<file path="config.mk">
export PLATFORM = sky130hd
export DESIGN_NAME = DecodeFrontEnd
export DESIGN_NICKNAME = d
export VERILOG_FILES = /design/src/hw/FrontEndPkg.sv /design/src/hw/DecodeLaneIf.sv /design/src/hw/DecodeFrontEnd.sv /design/src/hw/DecodedBranchResolver.sv /design/src/hw/InsnPreDecoder.sv /design/src/hw/ReturnAddressStack.sv
export SDC_FILE = /design/constraint.sdc
export NUM_CORES = 1
export LEC_CHECK = 0
export CAP_MARGIN = 0
export CORE_AREA = 4 4 240 242
export DETAILED_ROUTE_END_ITERATION = 8
export DIE_AREA = 0 0 244 246
export DONT_BUFFER_PORTS = 1
export MAX_ROUTING_LAYER = met4
export PLACE_DENSITY = 0.58
export SETUP_SLACK_MARGIN = 0.5
export SLEW_MARGIN = 20
export SYNTH_ARGS = -nofsm -noshare
export SYNTH_HDL_FRONTEND = slang
export SYNTH_SLANG_ARGS = --single-unit
</file>
<file path="constraint.sdc">
create_clock -name clk -period 7.99 [get_ports clk]
set_input_delay 0.799 -clock clk [delete_from_list [all_inputs] [get_ports clk]]
set_output_delay 0.799 -clock clk [all_outputs]
set_load 0.02 [all_outputs]
</file>
<file path="src/hw/FrontEndPkg.sv">
// --------------------------------------------------------------------
// Front end package
// Shared widths, opcode and branch target enums, and the prediction
// and pre-decoded instruction records used by the decode stage
// --------------------------------------------------------------------
package FrontEndPkg;

    // Decode group geometry
    localparam int DECODE_WIDTH = 2;
    localparam int PC_WIDTH = 32;
    localparam int INSN_WIDTH = 32;
    localparam int INSN_BYTE_WIDTH = 4;

    // Return address stack depth and pointer width
    localparam int RAS_ENTRY_NUM = 8;
    localparam int RAS_INDEX_WIDTH = $clog2(RAS_ENTRY_NUM);

    typedef logic [PC_WIDTH-1:0] PcPath;
    typedef logic [$clog2(DECODE_WIDTH)-1:0] DecodeLaneIndex;

    // Major opcodes the decode stage cares about
    typedef enum logic [6:0] {
        OP_OTHER    = 7'b0000000,
        OP_JAL      = 7'b1101111,
        OP_JALR     = 7'b1100111,
        OP_BRANCH   = 7'b1100011,
        OP_MISC_MEM = 7'b0001111,
        OP_SYSTEM   = 7'b1110011
    } RiscvOpcode;

    // Where the true next PC of a lane comes from
    typedef enum logic [1:0] {
        BTT_NEXT          = 2'd0,
        BTT_PC_RELATIVE   = 2'd1,
        BTT_INDIRECT_JUMP = 2'd2,
        // Younger lanes are always dropped
        BTT_SERIALIZED    = 2'd3
    } BranchTargetType;

    // Predictor guess for one lane
    typedef struct packed {
        logic predTaken;
        PcPath predAddr;
    } BranchPred;

    // Pre-decoded flags plus sign-extended displacement
    typedef struct packed {
        logic isRelBranch;
        logic isJal;
        logic writePC;
        logic isSerialized;
        logic isCall;
        logic isReturn;
        PcPath disp;
    } InsnInfo;

endpackage

</file>
<file path="src/hw/DecodeLaneIf.sv">
// --------------------------------------------------------------------
// Decode lane bundle
// Carries one decode group from fetch: valid, word, PC and prediction
// --------------------------------------------------------------------
`timescale 1ns/1ps

interface DecodeLaneIf
    import FrontEndPkg::*;
();

    // One entry per lane
    logic valid[DECODE_WIDTH];
    logic [INSN_WIDTH-1:0] insn[DECODE_WIDTH];
    PcPath pc[DECODE_WIDTH];
    BranchPred pred[DECODE_WIDTH];

    // Fetch side fills the whole group
    modport fetch(
        output valid, insn, pc, pred
    );

    // Pre-decoder only looks at the words
    modport decode(
        input insn
    );

    // Resolver needs lane state and the guesses
    modport resolve(
        input valid, pc, pred
    );

endinterface

</file>
<file path="src/hw/DecodeFrontEnd.sv">
// --------------------------------------------------------------------
// Decode front end
// Top level of the decode-stage branch check with plain ports
// --------------------------------------------------------------------
`timescale 1ns/1ps

module DecodeFrontEnd
    import FrontEndPkg::*;
(
    input logic clk,
    input logic rst,
    input logic stall,
    input logic decodeComplete,
    input logic insnValid[DECODE_WIDTH],
    input logic [INSN_WIDTH-1:0] insn[DECODE_WIDTH],
    input PcPath pc[DECODE_WIDTH],
    input logic predTaken[DECODE_WIDTH],
    input PcPath predAddr[DECODE_WIDTH],
    output logic insnValidOut[DECODE_WIDTH],
    output logic insnFlushed[DECODE_WIDTH],
    output logic insnFlushTriggering[DECODE_WIDTH],
    output logic flushTriggered,
    output logic outPredTaken[DECODE_WIDTH],
    output PcPath outPredAddr[DECODE_WIDTH],
    output PcPath recoveredPC
);

    DecodeLaneIf lanes();

    InsnInfo info[DECODE_WIDTH];
    BranchPred brPredOut[DECODE_WIDTH];
    PcPath rasTop;
    PcPath rasPushAddr;
    logic rasUpdate;
    logic rasPush;
    logic rasPop;

    // Pack the fetch group and unpack the corrected guesses
    for (genvar i = 0; i < DECODE_WIDTH; i++) begin : gLane
        assign lanes.valid[i] = insnValid[i];
        assign lanes.insn[i] = insn[i];
        assign lanes.pc[i] = pc[i];
        assign lanes.pred[i] = '{predTaken: predTaken[i], predAddr: predAddr[i]};

        assign outPredTaken[i] = brPredOut[i].predTaken;
        assign outPredAddr[i] = brPredOut[i].predAddr;
    end

    InsnPreDecoder preDecoder (
        .lanes(lanes.decode),
        .info (info)
    );

    DecodedBranchResolver resolver (
        .stall              (stall),
        .decodeComplete     (decodeComplete),
        .lanes              (lanes.resolve),
        .info               (info),
        .rasTop             (rasTop),
        .insnValidOut       (insnValidOut),
        .insnFlushed        (insnFlushed),
        .insnFlushTriggering(insnFlushTriggering),
        .flushTriggered     (flushTriggered),
        .brPredOut          (brPredOut),
        .recoveredPC        (recoveredPC),
        .rasUpdate          (rasUpdate),
        .rasPush            (rasPush),
        .rasPop             (rasPop),
        .rasPushAddr        (rasPushAddr)
    );

    ReturnAddressStack ras (
        .clk     (clk),
        .rst     (rst),
        .update  (rasUpdate),
        .push    (rasPush),
        .pop     (rasPop),
        .pushAddr(rasPushAddr),
        .rasTop  (rasTop)
    );

endmodule

</file>
<file path="src/hw/DecodedBranchResolver.sv">
// --------------------------------------------------------------------
// Decoded branch resolver
// Finds the first mispredicted lane of a decode group, drives the
// recovered PC and flush masks, and steers the return address stack
// --------------------------------------------------------------------
`timescale 1ns/1ps

module DecodedBranchResolver
    import FrontEndPkg::*;
(
    input logic stall,
    input logic decodeComplete,
    DecodeLaneIf.resolve lanes,
    input InsnInfo info[DECODE_WIDTH],
    input PcPath rasTop,
    output logic insnValidOut[DECODE_WIDTH],
    output logic insnFlushed[DECODE_WIDTH],
    output logic insnFlushTriggering[DECODE_WIDTH],
    output logic flushTriggered,
    output BranchPred brPredOut[DECODE_WIDTH],
    output PcPath recoveredPC,
    output logic rasUpdate,
    output logic rasPush,
    output logic rasPop,
    output PcPath rasPushAddr
);

    BranchTargetType targetType[DECODE_WIDTH];
    PcPath nextPC[DECODE_WIDTH];
    PcPath decodedPC[DECODE_WIDTH];
    logic addrMismatch[DECODE_WIDTH];

    DecodeLaneIndex checkLane;
    logic addrCheck;
    logic missCertain;
    logic stopScan;

    // Target source and decoded target per lane
    always_comb begin
        for (int i = 0; i < DECODE_WIDTH; i++) begin
            if (info[i].isRelBranch) begin
                targetType[i] = BTT_PC_RELATIVE;
            end else if (info[i].writePC) begin
                targetType[i] = BTT_INDIRECT_JUMP;
            end else if (info[i].isSerialized) begin
                targetType[i] = BTT_SERIALIZED;
            end else begin
                targetType[i] = BTT_NEXT;
            end

            nextPC[i] = lanes.pc[i] + PcPath'(INSN_BYTE_WIDTH);

            case (targetType[i])
                BTT_PC_RELATIVE:   decodedPC[i] = lanes.pc[i] + info[i].disp;
                // Only returns are checked, and they take the stack top
                BTT_INDIRECT_JUMP: decodedPC[i] = rasTop;
                default:           decodedPC[i] = nextPC[i];
            endcase

            addrMismatch[i] = lanes.pred[i].predAddr != decodedPC[i];
        end
    end

    // Scan lanes oldest first, stop at first invalid lane or first event
    always_comb begin
        checkLane = '0;
        addrCheck = 1'b0;
        missCertain = 1'b0;
        stopScan = 1'b0;
        rasPush = 1'b0;
        rasPop = 1'b0;

        for (int i = 0; i < DECODE_WIDTH; i++) begin
            if (!stopScan) begin
                if (!lanes.valid[i]) begin
                    stopScan = 1'b1;
                end else if (!info[i].writePC && !info[i].isRelBranch &&
                             lanes.pred[i].predTaken) begin
                    // Non-branch guessed taken, always wrong
                    checkLane = DecodeLaneIndex'(i);
                    addrCheck = 1'b1;
                    missCertain = 1'b1;
                    stopScan = 1'b1;
                end else if (targetType[i] == BTT_PC_RELATIVE &&
                             (info[i].isJal || lanes.pred[i].predTaken)) begin
                    // JAL or taken branch, compare against pc + disp
                    rasPush = info[i].isCall;
                    checkLane = DecodeLaneIndex'(i);
                    addrCheck = 1'b1;
                    stopScan = 1'b1;
                end else if (targetType[i] == BTT_INDIRECT_JUMP) begin
                    if (info[i].isReturn) begin
                        rasPop = 1'b1;
                        checkLane = DecodeLaneIndex'(i);
                        addrCheck = 1'b1;
                        stopScan = 1'b1;
                    end else if (info[i].isCall) begin
                        // Indirect call target unknown here, push only
                        rasPush = 1'b1;
                        checkLane = DecodeLaneIndex'(i);
                        stopScan = 1'b1;
                    end
                end else if (targetType[i] == BTT_SERIALIZED) begin
                    checkLane = DecodeLaneIndex'(i);
                    addrCheck = 1'b1;
                    missCertain = 1'b1;
                    stopScan = 1'b1;
                end
            end
        end
    end

    assign flushTriggered = addrCheck && (missCertain || addrMismatch[checkLane]);
    assign recoveredPC = decodedPC[checkLane];

    // Kill younger lanes and rewrite the triggering lane's guess
    always_comb begin
        for (int i = 0; i < DECODE_WIDTH; i++) begin
            insnFlushed[i] = flushTriggered && (i > int'(checkLane));
            insnValidOut[i] = lanes.valid[i] && !insnFlushed[i];
            insnFlushTriggering[i] = flushTriggered && (i == int'(checkLane));

            if (insnFlushTriggering[i]) begin
                brPredOut[i].predTaken = 1'b1;
                brPredOut[i].predAddr = decodedPC[i];
            end else begin
                brPredOut[i] = lanes.pred[i];
            end
        end
    end

    // Stack only moves once the whole group has left decode
    assign rasUpdate = decodeComplete && !stall;
    assign rasPushAddr = nextPC[checkLane];

endmodule

</file>
<file path="src/hw/InsnPreDecoder.sv">
// --------------------------------------------------------------------
// Instruction pre-decoder
// Classifies each lane's word for the branch resolver and extracts
// the J-type or B-type displacement
// --------------------------------------------------------------------
`timescale 1ns/1ps

module InsnPreDecoder
    import FrontEndPkg::*;
(
    DecodeLaneIf.decode lanes,
    output InsnInfo info[DECODE_WIDTH]
);

    for (genvar i = 0; i < DECODE_WIDTH; i++) begin : gLane
        logic [INSN_WIDTH-1:0] word;
        RiscvOpcode opcode;
        logic [4:0] rd;
        logic [4:0] rs1;
        logic rdLink;
        logic rs1Link;
        PcPath jDisp;
        PcPath bDisp;
        InsnInfo laneInfo;

        assign word = lanes.insn[i];
        assign rd = word[11:7];
        assign rs1 = word[19:15];

        // x1 (ra) and x5 (t0) are the link registers
        assign rdLink = (rd == 5'd1) || (rd == 5'd5);
        assign rs1Link = (rs1 == 5'd1) || (rs1 == 5'd5);

        // J-type immediate, bit 0 always zero
        assign jDisp = {{12{word[31]}}, word[19:12], word[20], word[30:21], 1'b0};

        // B-type immediate
        assign bDisp = {{20{word[31]}}, word[7], word[30:25], word[11:8], 1'b0};

        // Map the raw major opcode; anything unknown is OP_OTHER
        always_comb begin
            case (word[6:0])
                OP_JAL:      opcode = OP_JAL;
                OP_JALR:     opcode = OP_JALR;
                OP_BRANCH:   opcode = OP_BRANCH;
                OP_MISC_MEM: opcode = OP_MISC_MEM;
                OP_SYSTEM:   opcode = OP_SYSTEM;
                default:     opcode = OP_OTHER;
            endcase
        end

        always_comb begin
            laneInfo = '0;
            laneInfo.isRelBranch = (opcode == OP_JAL) || (opcode == OP_BRANCH);
            laneInfo.isJal = (opcode == OP_JAL);
            // Unconditional jumps only
            laneInfo.writePC = (opcode == OP_JAL) || (opcode == OP_JALR);
            // FENCE, FENCE.I and SYSTEM all drain the younger lanes
            laneInfo.isSerialized = (opcode == OP_MISC_MEM) || (opcode == OP_SYSTEM);
            laneInfo.isCall = ((opcode == OP_JAL) || (opcode == OP_JALR)) && rdLink;
            // jalr x0, 0(ra) style return
            laneInfo.isReturn = (opcode == OP_JALR) && (rd == 5'd0) && rs1Link;

            // Displacement only meaningful for PC-relative kinds
            if (opcode == OP_JAL) begin
                laneInfo.disp = jDisp;
            end else if (opcode == OP_BRANCH) begin
                laneInfo.disp = bDisp;
            end else begin
                laneInfo.disp = '0;
            end
        end

        assign info[i] = laneInfo;
    end

endmodule

</file>
<file path="src/hw/ReturnAddressStack.sv">
// --------------------------------------------------------------------
// Return address stack
// Circular stack of return addresses; the pointer wraps on overflow
// --------------------------------------------------------------------
`timescale 1ns/1ps

module ReturnAddressStack
    import FrontEndPkg::*;
(
    input logic clk,
    input logic rst,
    input logic update,
    input logic push,
    input logic pop,
    input PcPath pushAddr,
    output PcPath rasTop
);

    PcPath entries[RAS_ENTRY_NUM];
    logic [RAS_INDEX_WIDTH-1:0] ptr;
    logic [RAS_INDEX_WIDTH-1:0] pushPtr;
    logic [RAS_INDEX_WIDTH-1:0] popPtr;

    // Neighbour slots, wrapping silently
    assign pushPtr = ptr + RAS_INDEX_WIDTH'(1);
    assign popPtr = ptr - RAS_INDEX_WIDTH'(1);

    always_ff @(posedge clk) begin
        if (rst) begin
            for (int i = 0; i < RAS_ENTRY_NUM; i++) begin
                entries[i] <= '0;
            end
            ptr <= '0;
        end else if (update) begin
            // Push wins if both are ever raised
            if (push) begin
                entries[pushPtr] <= pushAddr;
                ptr <= pushPtr;
            end else if (pop) begin
                ptr <= popPtr;
            end
        end
    end

    // Current top, read in the same cycle
    assign rasTop = entries[ptr];

endmodule

</file>
==> reports/summary.log <==
qor: sta.final_period_minus_worst_setup_slack 7130 ps
qor: worst_setup_path.path_max_fanout 22
qor: cells_and_area.areaGrowthSynthToFinish 8.13%
qor: sta.timing_hold_violations_final 0
qor: worst_setup_path.start_kind input pin
qor: worst_hold_path.hold-path-cell-count 1
qor: power_and_ir_drop.switching_share 29.0%
qor: cts.htree_levels 1
qor: power_and_ir_drop.power_frac_seq 47.3%
qor: power_and_ir_drop.intPower 2.34 mW
qor: cts.post_cts_hold_buffer_count 0
qor: sta.fin_skew 10.7 ps
qor: power_and_ir_drop.netSwitchingPower 955 uW
qor: sta.final-setup-viol-count 0
qor: sta.tightest_slew 1170 ps
qor: worst_setup_path.worst_r2r_startpoint ras.ptr[0]$_SDFFE_PP0P_
qor: worst_setup_path.crit_arrival 6330 ps
qor: synth.netlist_instances 2434
qor: die.floorplan.rows 86
qor: drt.drt_wl_total 103000 um
qor: die.die_h 246 um
qor: synth.ys_async_sr_fraction 0%
qor: die.area_of_the_core_region 55100 um^2
qor: synth.yosys_warnings 0
qor: worst_setup_path.worstReg2RegEnd ras.entries[2][11]$_SDFFCE_PN0P_
qor: cts.numClockSinks 262
qor: worst_setup_path.worst-path-buf-inv 3
qor: cts.cts.reportedPaths.clkPinSlew 60 ps
qor: place.post-place-ws 455 ps
qor: cells_and_area.mostFrequentLayoutCell sky130_fd_sc_hd__nor2_1
qor: worst_setup_path.crit_family simple AND/OR/NAND/NOR gates
qor: flow_run.max-cap-violations 0
qor: grt.grt_max_degree 61
qor: sta.fin_ws 864 ps
qor: worst_setup_path.worst-r2r-setup-slack 5010 ps
qor: sta.maxClockFrequency 140 MHz
qor: worst_setup_path.timing.critical_path.slowest_cell_delay 590 ps
qor: drt.detailed_routing_iteration_count_for_the_pre_antenna_repair_pass 6
qor: synth.synth_area 21900 um^2
qor: cells_and_area.layout-drive-gt1-share 10.3%
qor: power_and_ir_drop.pwr-share-clk 33.1%
qor: die.ios 305
qor: worst_setup_path.nature_of_the_critical_path_endpoint primary output
qor: place.io_buffer_count 0
qor: sta.grt_setup_unrepaired no
qor: cts.cts_root_buffer sky130_fd_sc_hd__clkbuf_16
qor: drt.dr_total_vias 21000
qor: grt.vias_in_the_first_global_route 20200
qor: place.post_detail_place_hpwl 80300 um
qor: cts.cts-root-to-sink-buffers 3
qor: die.die-area 60000 um^2
qor: sta.final.setup.tns 0 ps
qor: synth.synth_top_flop_cell sky130_fd_sc_hd__edfxtp_1
qor: power_and_ir_drop.leakage 8.67 nW
qor: drt.antenna_left 0
qor: grt.grt_util_all_layers 33.9%
qor: grt.antenna_found_initial 7
qor: worst_setup_path.timing_worst_setup_path_type in2out
qor: cts.number_of_buffers_created_by_cts 24
qor: synth.yosys_register_bits 262
qor: sta.period_share 89.2%
qor: cells_and_area.most-common-layout-cells sky130_fd_sc_hd__nor2_1 (405), sky130_fd_sc_hd__edfxtp_1 (256), sky130_fd_sc_hd__nand2_1 (183)
qor: die.floorplan.die.width 244 um
qor: synth.synth_cell_type_count 95
qor: worst_setup_path.worst-r2r-cell-count 6
qor: synth.net_count_after_synthesis 2715
qor: sta.slew-limit-headroom 22.1%
qor: power_and_ir_drop.max-vdd-ir-drop 0.194 mV
qor: drt.viasPerCell 6.61
qor: worst_hold_path.worstHoldPathType in2reg
qor: grt.globalRouteOverflowTotal 0
qor: cts.worstSkewPairLatency 520 ps
qor: synth.synth-seq-area-share 35.6%
qor: power_and_ir_drop.logic_gate_share_of_total_power 19.6%
qor: cts.clock_tree_from_tritoncts done
qor: place.globalplace.congestion 1.10
qor: synth.number_of_flops_mapped_to_enable_cells_by_yosys 256
qor: drt.detail_route.wl_per_cell 32.5 um
qor: sta.final_max_slew_viol_count 0
qor: worst_setup_path.timing.critical_path.required 7190 ps
qor: power_and_ir_drop.power-per-cell-area 139 nW/um^2
qor: grt.grt_first_pass_wirelength 146000 um
qor: drt.drc_marker_count_from_the_first_detailed_route_iteration 2640
qor: drt.drcViolationCount 0
qor: cells_and_area.nNetsFinal 2681
qor: worst_setup_path.timing.critical_path.cells nand4_1, or2_2, a211oi_1, buf_4, o21a_1, ha_1, nand2_1, o211ai_1, a21o_1, mux2i_1, o221ai_1, or4_1, a211o_1, or4_1, nor4_4, a21oi_4, buf_12, mux2i_1, buf_4
qor: die.initial_utilization 39.8%
qor: status.outcome finished, final reports clean
qor: synth.post_synth.cell_area_avg 9.00 um^2
qor: worst_hold_path.timing.hold.worst.start rst
qor: worst_setup_path.slowest_stage sky130_fd_sc_hd__or4_1
[timing repair]
action	CTS	global route
pin swaps	0	2
endpoints found under the setup margin	8	50
gates resized for setup	2	4
buffers inserted	0	4
[sequential cells by signal, indices dropped and copies added (netlist names), named ones only]
| signal | cells |
|---|---|
| ras.ptr | 3 |
| ras.entries | 256 |
[worst reg2reg max path, delay by kind of cell, from the launching register on]
kind | cells | cell delay, ps
buf+inv | 3 | 910
flops | 1 | 390
simple gates | 3 | 1320
[layout make-up]
class                   instances  area (um^2)
well taps                     748          936
repair buffers                 84          643
clock buffers                  30          644
flip-flops and latches        262         7820
fillers                      5551        31400
inverters                      56          213
diodes                          5         12.5
clock inverters                13         86.3
multi-input cells            1972        13400
[power by group through the flow]
stage / sequential, mW / clock (mW) / combinational (mW)
floorplan: 1.58 / 0 / 0.407
global placement: 1.58 / 0 / 0.624
detailed placement: 1.59 / 0 / 0.626
CTS: 1.56 / 1.11 / 0.629
global route: 1.56 / 1.16 / 0.677
finish: 1.56 / 1.09 / 0.646
[worst max-delay path by stage]
stage / slack, ps / end / cells after the start / start
3_5_place_dp: 460 / flushTriggered / 19 / insn[33]
6_report: 860 / outPredAddr[23] / 19 / insn[5]
3_3_place_gp: 590 / outPredAddr[39] / 20 / insn[33]
2_1_floorplan: 1380 / outPredAddr[49] / 22 / insn[35]
4_1_cts: 580 / outPredAddr[34] / 20 / insn[33]
5_1_grt: 590 / outPredAddr[23] / 18 / insn[5]
[metal layers]
layer  wire, um  share of wire [%]  track usage, %
met4       5370                5.2            14.0
met3       9850                9.6            6.81
met1      40800                 40            42.4
met2      47100                 46            53.9
met5          0                  0               -
[metrics by stage]
stage                     total power [mW]  hold WS (ps)  utilization [%]  instances  instance area (um^2)
after floorplan                       1.99           503                -       2434                 21900
after detailed placement              2.21           518             41.5       3118                 22900
after global routing                  3.40           337             43.0       3169                 23700
after global placement                2.21           506             41.5       3118                 22900
final                                 3.29           356             43.0       3170                 23700
after CTS                             3.29           336             42.9       3161                 23600
[synth_stat cells (54+ instances only)]
| library cell | n | area (um^2) |
|---|---|---|
| sky130_fd_sc_hd__nor2_1 | 405 | 1520 |
| sky130_fd_sc_hd__edfxtp_1 | 256 | 7690 |
| sky130_fd_sc_hd__nand2_1 | 184 | 691 |
| sky130_fd_sc_hd__a21oi_1 | 135 | 676 |
| sky130_fd_sc_hd__clkbuf_1 | 112 | 420 |
| sky130_fd_sc_hd__mux2i_1 | 101 | 1010 |
| sky130_fd_sc_hd__ha_1 | 79 | 988 |
| sky130_fd_sc_hd__o21ai_0 | 78 | 390 |
| sky130_fd_sc_hd__nand3_1 | 74 | 370 |
| sky130_fd_sc_hd__xnor2_1 | 70 | 613 |
| sky130_fd_sc_hd__nand4_1 | 56 | 350 |
| sky130_fd_sc_hd__xor2_1 | 54 | 473 |
[logic make-up (layout without fill, tap and decap cells)]
group           after synthesis  after routing  synth area share [%]
flops                       262            262                  35.6
mux                         198            198                  11.4
simple gates                996            996                  21.6
compound gates              572            572                  17.8
buf+inv                     200            183                  3.83
fa+ha+maj                    81             81                  4.69
xor+xnor                    124            124                  4.96
other cells                   1              6                0.0171
No activity file was read; power rests on OpenSTA's default activity.
